--- src/include/mc_bridge_settings.svh ---
`ifndef MC_BRIDGE_SETTINGS_SVH
`define MC_BRIDGE_SETTINGS_SVH

// Number of memory controller ports served by the bridge
`define MC_NUM_PORTS 4

// Transaction id, returned unchanged as controller rtnctl
`define MC_TID_W 32

// Virtual address width
`define MC_VADR_W 48

// Data path width
`define MC_DATA_W 64

// Access size code
`define MC_SIZE_W 2

// Thread-side operation code
`define MC_OP_W 2

// Controller request and response command codes
`define MC_CMD_W 3

// Controller sub-command
`define MC_SCMD_W 4

// Quadword index within a 64-byte line, also the low tid bits
`define MC_QW_W 3

`endif

--- src/hdl/mc_bridge_pkg.sv ---
`include "mc_bridge_settings.svh"

package mc_bridge_pkg;

	// Field widths with a meaning of their own
	typedef logic [`MC_TID_W-1:0] mc_tid_t;
	typedef logic [`MC_VADR_W-1:0] mc_vadr_t;
	typedef logic [`MC_DATA_W-1:0] mc_data_t;
	typedef logic [`MC_SIZE_W-1:0] mc_size_t;
	typedef logic [`MC_SCMD_W-1:0] mc_scmd_t;
	typedef logic [`MC_QW_W-1:0] mc_qw_idx_t;

	// Read response tag is rtnctl without its quadword index bits
	typedef logic [`MC_TID_W-`MC_QW_W-1:0] mc_tag_t;

	// Thread-side operation, both upper codes are atomics
	typedef enum logic [`MC_OP_W-1:0] {
		MIF_OP_READ    = 2'd0,
		MIF_OP_WRITE   = 2'd1,
		MIF_OP_ATOM    = 2'd2,
		MIF_OP_ATOM_HI = 2'd3
	} mif_op_e;

	// Controller request commands
	typedef enum logic [`MC_CMD_W-1:0] {
		MC_RQ_RD8    = 3'd1,
		MC_RQ_WR8    = 3'd2,
		MC_RQ_RD64   = 3'd3,
		MC_RQ_WR64   = 3'd6,
		MC_RQ_ATOMIC = 3'd7
	} mc_rq_cmd_e;

	// Controller response commands
	typedef enum logic [`MC_CMD_W-1:0] {
		MC_RS_RD8_DATA    = 3'd1,
		MC_RS_WR_CMP      = 3'd2,
		MC_RS_RD64_DATA   = 3'd3,
		MC_RS_WR64_CMP    = 3'd6,
		MC_RS_ATOMIC_DATA = 3'd7
	} mc_rs_cmd_e;

	// Atomic exchange sub-command
	localparam mc_scmd_t MC_SCMD_ATOM_EXCH = mc_scmd_t'(2);

	// Exchange value for op 3, only the top bit set
	localparam mc_data_t MC_ATOM_HI_DATA = {1'b1, {(`MC_DATA_W-1){1'b0}}};

	// Thread request word, 149 bits
	typedef struct packed {
		mc_size_t size;
		logic     host;
		mif_op_e  op;
		mc_tid_t  tid;
		mc_vadr_t vadr;
		mc_data_t data;
	} mif_req_t;

	// Controller request fields
	typedef struct packed {
		mc_tid_t    rtnctl;
		mc_data_t   data;
		mc_vadr_t   vadr;
		mc_size_t   size;
		mc_rq_cmd_e cmd;
		mc_scmd_t   scmd;
	} mc_rq_t;

	// Controller response fields, 103 bits
	typedef struct packed {
		mc_rs_cmd_e cmd;
		mc_scmd_t   scmd;
		mc_data_t   data;
		mc_tid_t    rtnctl;
	} mc_rs_t;

	// Read response toward the thread unit, 96 bits
	typedef struct packed {
		mc_tag_t    tag;
		mc_qw_idx_t qw_idx;
		mc_data_t   data;
	} mif_rd_rsp_t;

endpackage

--- src/hdl/mif_req_encoder.sv ---
module mif_req_encoder (
	input  mc_bridge_pkg::mif_req_t i_req,
	output mc_bridge_pkg::mc_rq_t   o_rq
);

	import mc_bridge_pkg::*;

	// Zero low tid bits mean a single 8-byte access
	mc_qw_idx_t tid_lo;
	logic       tid_lo_zero;

	// Next quadword slot for wr64 wraps within the line
	mc_qw_idx_t wr_seq;

	mc_rq_cmd_e cmd;
	mc_scmd_t   scmd;
	mc_data_t   data;

	assign tid_lo = mc_qw_idx_t'(i_req.tid);
	assign tid_lo_zero = (tid_lo == '0);
	assign wr_seq = tid_lo + mc_qw_idx_t'(1);

	// Command selection
	always_comb begin
		case (i_req.op)
			MIF_OP_READ: begin
				if (tid_lo_zero) begin
					cmd = MC_RQ_RD8;
				end else begin
					cmd = MC_RQ_RD64;
				end
			end
			MIF_OP_WRITE: begin
				if (tid_lo_zero) begin
					cmd = MC_RQ_WR8;
				end else begin
					cmd = MC_RQ_WR64;
				end
			end
			default: begin
				cmd = MC_RQ_ATOMIC;
			end
		endcase
	end

	// Sub-command follows the chosen command
	always_comb begin
		case (cmd)
			MC_RQ_WR64: begin
				scmd = mc_scmd_t'(wr_seq);
			end
			MC_RQ_ATOMIC: begin
				scmd = MC_SCMD_ATOM_EXCH;
			end
			default: begin
				scmd = '0;
			end
		endcase
	end

	// Op 3 swaps in the fixed exchange value
	always_comb begin
		if (i_req.op == MIF_OP_ATOM_HI) begin
			data = MC_ATOM_HI_DATA;
		end else begin
			data = i_req.data;
		end
	end

	// Host flag has no controller field and is dropped here
	always_comb begin
		o_rq.rtnctl = i_req.tid;
		o_rq.data = data;
		o_rq.vadr = i_req.vadr;
		o_rq.size = i_req.size;
		o_rq.cmd = cmd;
		o_rq.scmd = scmd;
	end

endmodule

--- config.mk ---
export PLATFORM = sky130hd
export DESIGN_NAME = mif_req_encoder
export DESIGN_NICKNAME = d
export VERILOG_FILES = /design/src/hdl/mc_bridge_pkg.sv /design/src/hdl/mif_req_encoder.sv
export VERILOG_INCLUDE_DIRS = /design/src /design/src/include
export SDC_FILE = /design/constraint.sdc
export NUM_CORES = 1
export LEC_CHECK = 0
export BUFFER_PORTS_ARGS = -buffer_cell sky130_fd_sc_hd__buf_4
export CORE_AREA = 8 8 112 114
export DETAILED_ROUTE_END_ITERATION = 10
export DIE_AREA = 0 0 120 122
export GPL_TIMING_DRIVEN = 0
export PLACE_DENSITY = 0.52
export SYNTH_ARGS = -nofsm -noshare
export SYNTH_HDL_FRONTEND = slang
export SYNTH_SLANG_ARGS = --single-unit
--- constraint.sdc ---
create_clock -name vclk -period 1.2
set_input_delay 0.18 -clock vclk [all_inputs]
set_output_delay 0.18 -clock vclk [all_outputs]
set_load 0.005 [all_outputs]
* Yosys cells after proc, flatten, opt, wreduce, memory -nomap -nowiden
Index checks and enable logic that the tools add are counted.
Word-level totals: flip-flop bits (word level) 0, input bits 149, output and inout port bits 153
Operators by class: add/sub/neg operators 1, eq/ne operators 4, muxes and demuxes 5, reductions and logical operators 2
Operator list (count):
- $mux W64 | 1
- $pmux W3 S2 | 2
- $eq A3 B3 Y1 const B | 2
- $add A3 B1 Y3 const B | 1
- $logic_not A3 Y1 | 1
- $mux W3 | 1
- $eq A2 B1 Y1 const B | 1
- $eq A2 B2 Y1 const B | 1
- $logic_not A2 Y1 | 1
- $mux W2 | 1

* Logic depth before layout (Yosys ltp)
depth in word-level cells 5, mapped depth 4, gate-level depth less buffers 4

* Least setup slack after synthesis
OpenSTA, ideal clock, no wires.
path kind input to output, start in i_req[112] (netlist bit), end out o_rq[2] (netlist bit), data arrival time 0.919 ns, setup slack 0.101 ns, stages on the path 4, buffers on the path 0, path through inv_1 -> ha_1 -> or3b_1 -> a21oi_1
RTL lines:
- start: declaration | RTL line mif_req_encoder.sv:2 | input mc_bridge_pkg::mif_req_t i_req,
- end: declaration | RTL line mif_req_encoder.sv:3 | output mc_bridge_pkg::mc_rq_t o_rq

==> flow_summary.json <==
{
  "hold_viol": 0,
  "critical_path_class": "input pin to primary output",
  "cp_top_family": "simple AND/OR/NAND/NOR gates",
  "met2_usage": 0.162,
  "synth_fa_ha_area_frac": 0.0192,
  "required_ps": 1020,
  "place_ws_ps": -192,
  "n_sequential_cell": 0,
  "regArea_um2": 0,
  "rows": 38,
  "clock.fmax_mhz": 815,
  "total_power_mw": 1.14,
  "dp_cells": 529,
  "final_cells": 529,
  "die_x_um": 120,
  "start_util": 0.122,
  "diodes": 0,
  "dieArea_um2": 14600,
  "synth_area_um2": 1310,
  "core_area_um2": 10700,
  "synth_cell_types": 18,
  "muxShareOfSynthArea": 0,
  "syn_avg_cell_area_um2": 7.78,
  "fin_ws_ps": -27.3,
  "worst_hold_slack_ps": 526,
  "vias": 1748,
  "crit_path_end_kind": "primary output",
  "post_dp_cell_area_um2": 3140,
  "synthSimpleGateAreaFrac": 0.426,
  "finalCritPeriodShare": 1.02,
  "powerDensity_nw_per_um2": 358,
  "post_cts_buffers": 0,
  "synthesis.nets": 319,
  "max_cap_violations": 0,
  "num-clock-buffers": 0,
  "antenna_found_initial": 0,
  "ant_nets": 0,
  "max_stage_delay_ps": 360,
  "min_path_type": "input pin to primary output",
  "rsz0062_at_grt": "yes",
  "slew_violations": 0,
  "fin_nets": 542,
  "ys_warn_count": 0,
  "drive_above_1_share": 0.920,
  "gp_congestion": 0.718,
  "start_kind": "input pin",
  "drt_first_pass_iters": 4,
  "drt_wl_total_um": 7310,
  "grt_pass1_wl_um": 10100,
  "leakage_nw": 1.82,
  "crit_path_max_fanout": 4,
  "busiest_layer": "met2",
  "critPathSlowestCell": "or3b_1",
  "status": "finished with violations",
  "cp.arrival_ps": 1050,
  "syn_inst": 168,
  "finalInstanceArea_um2": 3180,
  "irDropWorstVdd_mv": 0.140,
  "post-route-min-period_ps": 1230,
  "gr-total-overflow": 0,
  "synth_top_family_by_area": "buffers and inverters",
  "grt_max_degree": 11,
  "n_fill_cell": 1123,
  "finalSetupViolCount": 1,
  "viasPerCell": 3.30,
  "grt_pass1_vias": 1877,
  "die_h_um": 122,
  "ys_seq_area_frac": 0,
  "wl_per_cell_um": 13.8,
  "num_io_pins": 302,
  "failed_checks": "negative setup slack",
  "path_buf_inv": 3,
  "drt_iter0_drc": 18,
  "synth-xor-area-share": 0,
  "drc": 0,
  "io_buffers": 221,
  "grt_usage": 0.0816,
  "synth-compound-area-share": 0.0172,
  "areaGrowthSynthToFinish_pct": 144,
  "use_met1": 0.0802,
  "final_common_cell": "buf_4",
  "final_cell_mix": "buf_4 (301), and2_4 (36), and2_1 (24)",
  "path_cells": "buf_8 -> inv_4 -> ha_4 -> or3b_1 -> a21oi_2 -> buf_4",
  "use_met3": 0.0361,
  "dpl.hpwl_um": 6910
}
## synthesized netlist by cell type
| cell | number | area, um2 |
|---|---|---|
| or3_2 | 1 | 7.51 |
| and2_4 | 36 | 315 |
| buf_4 | 83 | 623 |
| a21oi_1 | 1 | 5.00 |
| buf_6 | 6 | 67.6 |
| and2_1 | 24 | 150 |
| inv_1 | 2 | 7.51 |
| nand2_4 | 1 | 11.3 |
| nor3b_1 | 1 | 7.51 |
| nand2b_4 | 1 | 13.8 |
| a21o_2 | 1 | 8.76 |
| nand2b_1 | 2 | 12.5 |
| and2_2 | 3 | 22.5 |
| a31o_2 | 1 | 8.76 |
| or3b_1 | 1 | 8.76 |
| conb_1 | 1 | 3.75 |
| ha_1 | 2 | 25.0 |
| or2b_1 | 1 | 7.51 |
## where the power goes
| part | internal [mW] | leakage, nW | switching, mW | total (mW) |
|---|---|---|---|---|
| Combinational | 0.815 | 1.82 | 0.325 | 1.14 |
| Clock | 0 | 0 | 0 | 0 |
| Sequential | 0 | 0 | 0 | 0 |
| Total | 0.815 | 1.82 | 0.325 | 1.14 |
## per-layer routing
metal	vias up	part of all wire
met4	0	0.0026
met1	728	0.33
li1	862	-
met2	156	0.54
met5	-	0
met3	2	0.12
## timing repair
| action | 4_1_cts | 5_1_grt |
|---|---|---|
| hold endpoints to repair | 0 | 0 |
| pin swaps | 1 | 0 |
| resized for setup | 12 | 1 |
| hold buffers | 0 | 0 |
| endpoints found under the setup margin | 3 | 1 |
## through the flow
step / util / TNS, ps
after floorplan: - / 0
after global placement: 0.294 / -293
after detailed placement: 0.294 / -354
after CTS: 0.297 / -41.5
after global routing: 0.298 / -71.4
final: 0.298 / -27.3
## cell type report
class	count	area (um2)	area share
Buffer	89	691	0.217
Multi-Input combinational cell	77	628	0.197
Inverter	2	12.5	0.00393
Timing Repair Buffer	221	1680	0.527
Tap cell	140	175	0.0550
## kinds of logic (layout without fill, tap and decap cells)
| family | count (synthesis) | in the layout |
|---|---|---|
| buffers and inverters | 91 | 312 |
| AND/OR/NAND/NOR | 71 | 71 |
| AO/OA/AOI/OAI | 3 | 3 |
| adder cells (fa/ha/maj) | 2 | 2 |
| other | 1 | 1 |
## path summary, 6_finish.rpt
check	slack, ps	cells after the start	endpoint	startpoint
max	-30	6	o_rq[2]	i_req[112]
min	530	2	o_rq[131]	i_req[122]
Power figures use the tool's default switching activity.
