$ cat config.mk
export PLATFORM = sky130hd
export DESIGN_NAME = mc_rsp_decoder
export DESIGN_NICKNAME = d
export VERILOG_FILES = /design/src/hdl/mc_bridge_pkg.sv /design/src/hdl/mc_rsp_decoder.sv
export VERILOG_INCLUDE_DIRS = /design/src /design/src/include
export SDC_FILE = /design/constraint.sdc
export NUM_CORES = 1
export LEC_CHECK = 0
export ABC_AREA = 1
export ABC_CLOCK_PERIOD_IN_PS = 1200
export BUFFER_PORTS_ARGS = -buffer_cell sky130_fd_sc_hd__buf_4
export CAP_MARGIN = 40
export CORE_AREA = 2 2 91 93
export DETAILED_ROUTE_END_ITERATION = 8
export DIE_AREA = 0 0 93 95
export GPL_TIMING_DRIVEN = 0
export MAX_ROUTING_LAYER = met4
export PLACE_DENSITY = 0.59
export SLEW_MARGIN = 10
export SYNTH_ARGS = -nofsm -noshare
export SYNTH_HDL_FRONTEND = slang
export SYNTH_SLANG_ARGS = --single-unit
$ cat constraint.sdc
create_clock -name vclk -period 1.2
set_clock_uncertainty 0.1 [all_clocks]
set_input_delay 0.3 -clock vclk [all_inputs]
set_output_delay 0.3 -clock vclk [all_outputs]
set_load 0.02 [all_outputs]
$ cat src/include/mc_bridge_settings.svh
`ifndef MC_BRIDGE_SETTINGS_SVH
`define MC_BRIDGE_SETTINGS_SVH

// Number of memory controller ports served by the bridge
`define MC_NUM_PORTS 4

// Transaction id, returned unchanged as controller rtnctl
`define MC_TID_W 32

// Virtual address width
`define MC_VADR_W 48

// Data path width
`define MC_DATA_W 64

// Access size code
`define MC_SIZE_W 2

// Thread-side operation code
`define MC_OP_W 2

// Controller request and response command codes
`define MC_CMD_W 3

// Controller sub-command
`define MC_SCMD_W 4

// Quadword index within a 64-byte line, also the low tid bits
`define MC_QW_W 3

`endif

$ cat src/hdl/mc_bridge_pkg.sv
`include "mc_bridge_settings.svh"

package mc_bridge_pkg;

	// Field widths with a meaning of their own
	typedef logic [`MC_TID_W-1:0] mc_tid_t;
	typedef logic [`MC_VADR_W-1:0] mc_vadr_t;
	typedef logic [`MC_DATA_W-1:0] mc_data_t;
	typedef logic [`MC_SIZE_W-1:0] mc_size_t;
	typedef logic [`MC_SCMD_W-1:0] mc_scmd_t;
	typedef logic [`MC_QW_W-1:0] mc_qw_idx_t;

	// Read response tag is rtnctl without its quadword index bits
	typedef logic [`MC_TID_W-`MC_QW_W-1:0] mc_tag_t;

	// Thread-side operation, both upper codes are atomics
	typedef enum logic [`MC_OP_W-1:0] {
		MIF_OP_READ    = 2'd0,
		MIF_OP_WRITE   = 2'd1,
		MIF_OP_ATOM    = 2'd2,
		MIF_OP_ATOM_HI = 2'd3
	} mif_op_e;

	// Controller request commands
	typedef enum logic [`MC_CMD_W-1:0] {
		MC_RQ_RD8    = 3'd1,
		MC_RQ_WR8    = 3'd2,
		MC_RQ_RD64   = 3'd3,
		MC_RQ_WR64   = 3'd6,
		MC_RQ_ATOMIC = 3'd7
	} mc_rq_cmd_e;

	// Controller response commands
	typedef enum logic [`MC_CMD_W-1:0] {
		MC_RS_RD8_DATA    = 3'd1,
		MC_RS_WR_CMP      = 3'd2,
		MC_RS_RD64_DATA   = 3'd3,
		MC_RS_WR64_CMP    = 3'd6,
		MC_RS_ATOMIC_DATA = 3'd7
	} mc_rs_cmd_e;

	// Atomic exchange sub-command
	localparam mc_scmd_t MC_SCMD_ATOM_EXCH = mc_scmd_t'(2);

	// Exchange value for op 3, only the top bit set
	localparam mc_data_t MC_ATOM_HI_DATA = {1'b1, {(`MC_DATA_W-1){1'b0}}};

	// Thread request word, 149 bits
	typedef struct packed {
		mc_size_t size;
		logic     host;
		mif_op_e  op;
		mc_tid_t  tid;
		mc_vadr_t vadr;
		mc_data_t data;
	} mif_req_t;

	// Controller request fields
	typedef struct packed {
		mc_tid_t    rtnctl;
		mc_data_t   data;
		mc_vadr_t   vadr;
		mc_size_t   size;
		mc_rq_cmd_e cmd;
		mc_scmd_t   scmd;
	} mc_rq_t;

	// Controller response fields, 103 bits
	typedef struct packed {
		mc_rs_cmd_e cmd;
		mc_scmd_t   scmd;
		mc_data_t   data;
		mc_tid_t    rtnctl;
	} mc_rs_t;

	// Read response toward the thread unit, 96 bits
	typedef struct packed {
		mc_tag_t    tag;
		mc_qw_idx_t qw_idx;
		mc_data_t   data;
	} mif_rd_rsp_t;

endpackage

$ cat src/hdl/mc_rsp_decoder.sv
module mc_rsp_decoder (
	input  mc_bridge_pkg::mc_rs_t      i_rs,
	input  logic                       i_rs_vld,
	input  logic                       i_rd_rsp_full,
	input  logic                       i_wr_rsp_full,
	output mc_bridge_pkg::mif_rd_rsp_t o_rd_rsp,
	output logic                       o_rd_rsp_rdy,
	output mc_bridge_pkg::mc_tid_t     o_wr_rsp_tid,
	output logic                       o_wr_rsp_rdy,
	output logic                       o_rs_stall
);

	import mc_bridge_pkg::*;

	// Response class from the command code
	logic is_rd;
	logic is_wr;

	mc_qw_idx_t qw_idx;

	always_comb begin
		is_rd = 1'b0;
		is_wr = 1'b0;
		case (i_rs.cmd)
			MC_RS_RD8_DATA,
			MC_RS_RD64_DATA,
			MC_RS_ATOMIC_DATA: begin
				is_rd = 1'b1;
			end
			MC_RS_WR_CMP,
			MC_RS_WR64_CMP: begin
				is_wr = 1'b1;
			end
			default: begin
				is_rd = 1'b0;
				is_wr = 1'b0;
			end
		endcase
	end

	// Only rd64 data carries a meaningful quadword index in scmd
	always_comb begin
		if (i_rs.cmd == MC_RS_RD64_DATA) begin
			qw_idx = mc_qw_idx_t'(i_rs.scmd);
		end else begin
			qw_idx = '0;
		end
	end

	// Upper rtnctl bits hold the thread tag
	always_comb begin
		o_rd_rsp.tag = i_rs.rtnctl[$bits(mc_tid_t)-1:$bits(mc_qw_idx_t)];
		o_rd_rsp.qw_idx = qw_idx;
		o_rd_rsp.data = i_rs.data;
	end

	assign o_rd_rsp_rdy = i_rs_vld & is_rd;

	assign o_wr_rsp_tid = i_rs.rtnctl;
	assign o_wr_rsp_rdy = i_rs_vld & is_wr;

	// Either response queue full holds the controller
	assign o_rs_stall = i_rd_rsp_full | i_wr_rsp_full;

endmodule

### After elaboration in Yosys (flattened, before gate mapping)

Cells that the tools add are included.
Widths: inputs -> output; s select.

| word-level totals | value |
|---|---|
| register bits | 0 |
| latch bits | 0 |
| RAM bits | 0 |
| ROM bits | 0 |
| bits of input ports | 106 |
| output and inout port bits | 131 |
| word-level logic and storage cells | 13 |
| memories | 0 |

| cells by class | value |
|---|---|
| add/subtract/negate cells | 0 |
| $mul | 0 |
| divide/modulo/power cells | 0 |
| order comparisons | 0 |
| equality and inequality tests | 5 |
| shift operators | 0 |
| muxes and demuxes | 3 |
| bitwise operators | 3 |
| reduce and logical (&&, ||, !) cells | 2 |

Operators by type and width:

| operator | number |
|---|---|
| $eq 3x2->1 const B | 2 |
| $eq 3x3->1 const B | 2 |
| $eq 3x1->1 const B | 1 |
| $mux 3 | 1 |
| $reduce_or 3->1 | 1 |
| $and 1x1->1 | 2 |
| $mux 1 | 2 |
| $reduce_or 2->1 | 1 |
| $or 1x1->1 | 1 |

### Logic depth before layout (Yosys ltp)

| depth | value |
|---|---|
| depth after elaboration | 4 |
| depth in mapped cells | 3 |
| depth with buffers taken out | 3 |

### Least setup slack after synthesis

Ideal clock, no wire load.

| path | value |
|---|---|
| path kind | input -> output |
| from | input i_rs[102] in the netlist's numbering |
| to | output o_rd_rsp[64] in the netlist's numbering |
| arrival time | 0.723 ns |
| required time | 0.800 ns |
| slack | 0.077 ns |
| cell stages on the path | 3 |
| path buffers | 0 |
| cell sequence | inv_1 -> nand3_2 -> nor2_1 |

RTL lines:

| element | line | text |
|---|---|---|
| start: declaration | mc_rsp_decoder.sv:2 | `input mc_bridge_pkg::mc_rs_t i_rs,` |
| end: declaration | mc_rsp_decoder.sv:6 | `output mc_bridge_pkg::mif_rd_rsp_t o_rd_rsp,` |

### Worst setup path after layout

| path | value |
|---|---|
| from | input i_wr_rsp_full |
| to | output o_rs_stall |

| between the ends | value |
|---|---|
| word-level cells in the longest chain between the ends | 1 |

Ends and longest elaborated chain:

| element | line | text |
|---|---|---|
| start: declaration | mc_rsp_decoder.sv:5 | `input logic i_wr_rsp_full,` |
| $or 1x1->1 | mc_rsp_decoder.sv:63 | `assign o_rs_stall = i_rd_rsp_full \| i_wr_rsp_full;` |
| end: declaration | mc_rsp_decoder.sv:10 | `output logic o_rs_stall` |

Every way passes these cells.

==> flow_summary.yaml <==
outcome:
  status: "finished, final reports clean"
cells_and_area:
  clkbuf_count: 0
  multi_input_area_um2: 61.3
  num_antenna_cells: 0
  fill_cells: 834
  drive_above_1_share_pct: 96.8
  final_cell_mix: "buf_4, nor2_1, buf_6"
  finish.net_count: 387
  syn2layout_area_growth_pct: 121
  nFlopsAndLatches: 0
  final_common_cell: "buf_4"
  regArea_um2: 0
  instances_no_fill: 384
worst_setup_path:
  cp.required_ns: 0.80
  path_cells: "buf_4 -> or2_4 -> buf_6"
  cpPeakStageDelay_ns: 0.23
  crit_type: "input pin to output port"
  arrival_ns: 0.77
  worstSetupStartpointType: "input pin"
  slowest_stage: "or2_4"
  end_kind: "output port"
  critPathMaxFanout: 1
synth:
  synth-warning-count: 0
  avgSynthCellArea_um2: 7.19
  syn-num-nets: 245
  netlist_area_um2: 1000
  netlist_instances: 139
  synth_cell_type_count: 6
  ys_seq_area_share_pct: 0
detailed_routing:
  drc: 0
  ant_nets: 0
  viasPerCell: 3.08
  drt_iter0_markers: 12
  totalWireLength_mm: 3.82
  num_vias: 1183
  routedWlPerCell_um: 9.95
  drt_pass1_iterations: 4
pwr:
  power_mw: 1.01
  leakagePower_nw: 1.32
  p_per_area_nw_per_um2: 455
  ir_worst_vdd_v: 0.000189
timing:
  maxSlewHeadroom_pct: 91.0
  rsz0062_at_grt: "no"
  max_clock_freq_ghz: 0.855
  totalNegativeSetupSlack_ns: 0
  period_share_pct: 97.5
  setup_viol: 0
  hold_slack_ns: 0.697
  final.min_clock_period_ns: 1.17
  fin_ws_ns: 0.0305
  final-hold-violation-count: 0
  worst_slew_pin_slew_ns: 0.135
  slew_violations: 0
floorplanning:
  die_x_um: 93
  start_util_pct: 12.6
  die-area_um2: 8840
  rows: 33
  die_height_um: 95
  ios: 237
  core_area_um2: 7930
global_routing:
  grt-ovfl-total: 0
  grt_usage_pct: 6.54
  grt_pass1_vias: 995
  grt_antenna_before_repair: 0
  grt_pass1_wl_mm: 4.56
  grt_max_degree: 4
place:
  post-place-ws_ns: -0.0387
  dp_hpwl_mm: 3.67
  dp.cells: 384
  place_congestion: 0.844
  portBuffers: 140
min_path:
  hold_path.class: "input pin to output port"
  hold-path-cell-count: 2
  whs_endpoint: "o_rd_rsp[30]"
  min_from: "i_rs[62]"
run:
  cap_violations: 0
[how the worst max path moves through the flow]
stage                       start           end  slack (ns)  depth (start not counted)
floorplan               i_rs[102]  o_rd_rsp[64]        0.08                          3
global placement    i_wr_rsp_full    o_rs_stall       -0.04                          3
detailed placement  i_wr_rsp_full    o_rs_stall       -0.04                          3
CTS                     i_rs[102]  o_rd_rsp[65]        0.01                          5
global route            i_rs[102]  o_rd_rsp[66]       0.005                          5
finish              i_wr_rsp_full    o_rs_stall        0.03                          3
[worst max-delay path, delay by kind of cell]
kind | cells | cell delay (ns)
buffers and inverters | 2 | 0.24
and+or+nand+nor | 1 | 0.23
[cells by family (layout without fill, tap and decap cells)]
logic type	after synthesis	count (layout)	share of synthesized area, %
simple gates	10	10	4.63
buf+inv	129	269	95.4
[metal layers]
layer / global-route usage [%] / wire [um] / vias up
met2: 13.6 / 2170 / 128
met1: 6.71 / 1080 / 486
li1: - / - / 569
met4: 0 / 0 / 0
met3: 1.12 / 568 / 0
met5: - / 0 / -
[what timing repair did]
item,in CTS,in global routing
hold buffers,0,0
endpoints found under the hold margin,0,0
pin swaps,1,1
setup buffers,0,0
setup endpoints to repair,4,2
gates resized for setup,4,5
[report_power, final]
part	switching, mW	total [mW]	internal [mW]
Sequential	0	0	0
Combinational	0.450	1.01	0.557
Clock	0	0	0
[synth_stat cells]
master	n	area [um2]
buf_4	125	938
inv_1	4	15.0
nand2_1	2	7.51
nand3_2	1	10.0
nor2_1	6	22.5
or2_2	1	6.26
[stage by stage]
step           instance area [um2]  utilization (%)
4_1_cts                       2190             27.7
5_1_grt                       2210             27.9
6_report                      2210             27.9
3_5_place_dp                  2180             27.5
3_3_place_gp                  2180             27.5
2_1_floorplan                 1000                -
[area by class of cell]
class / instances / area share, %
buffer: 125 / 42.4
inverter: 4 / 0.679
multi-input combinational: 10 / 2.77
tap: 105 / 5.94
timing repair buffer: 140 / 48.2
Power figures use the tool's default switching activity.
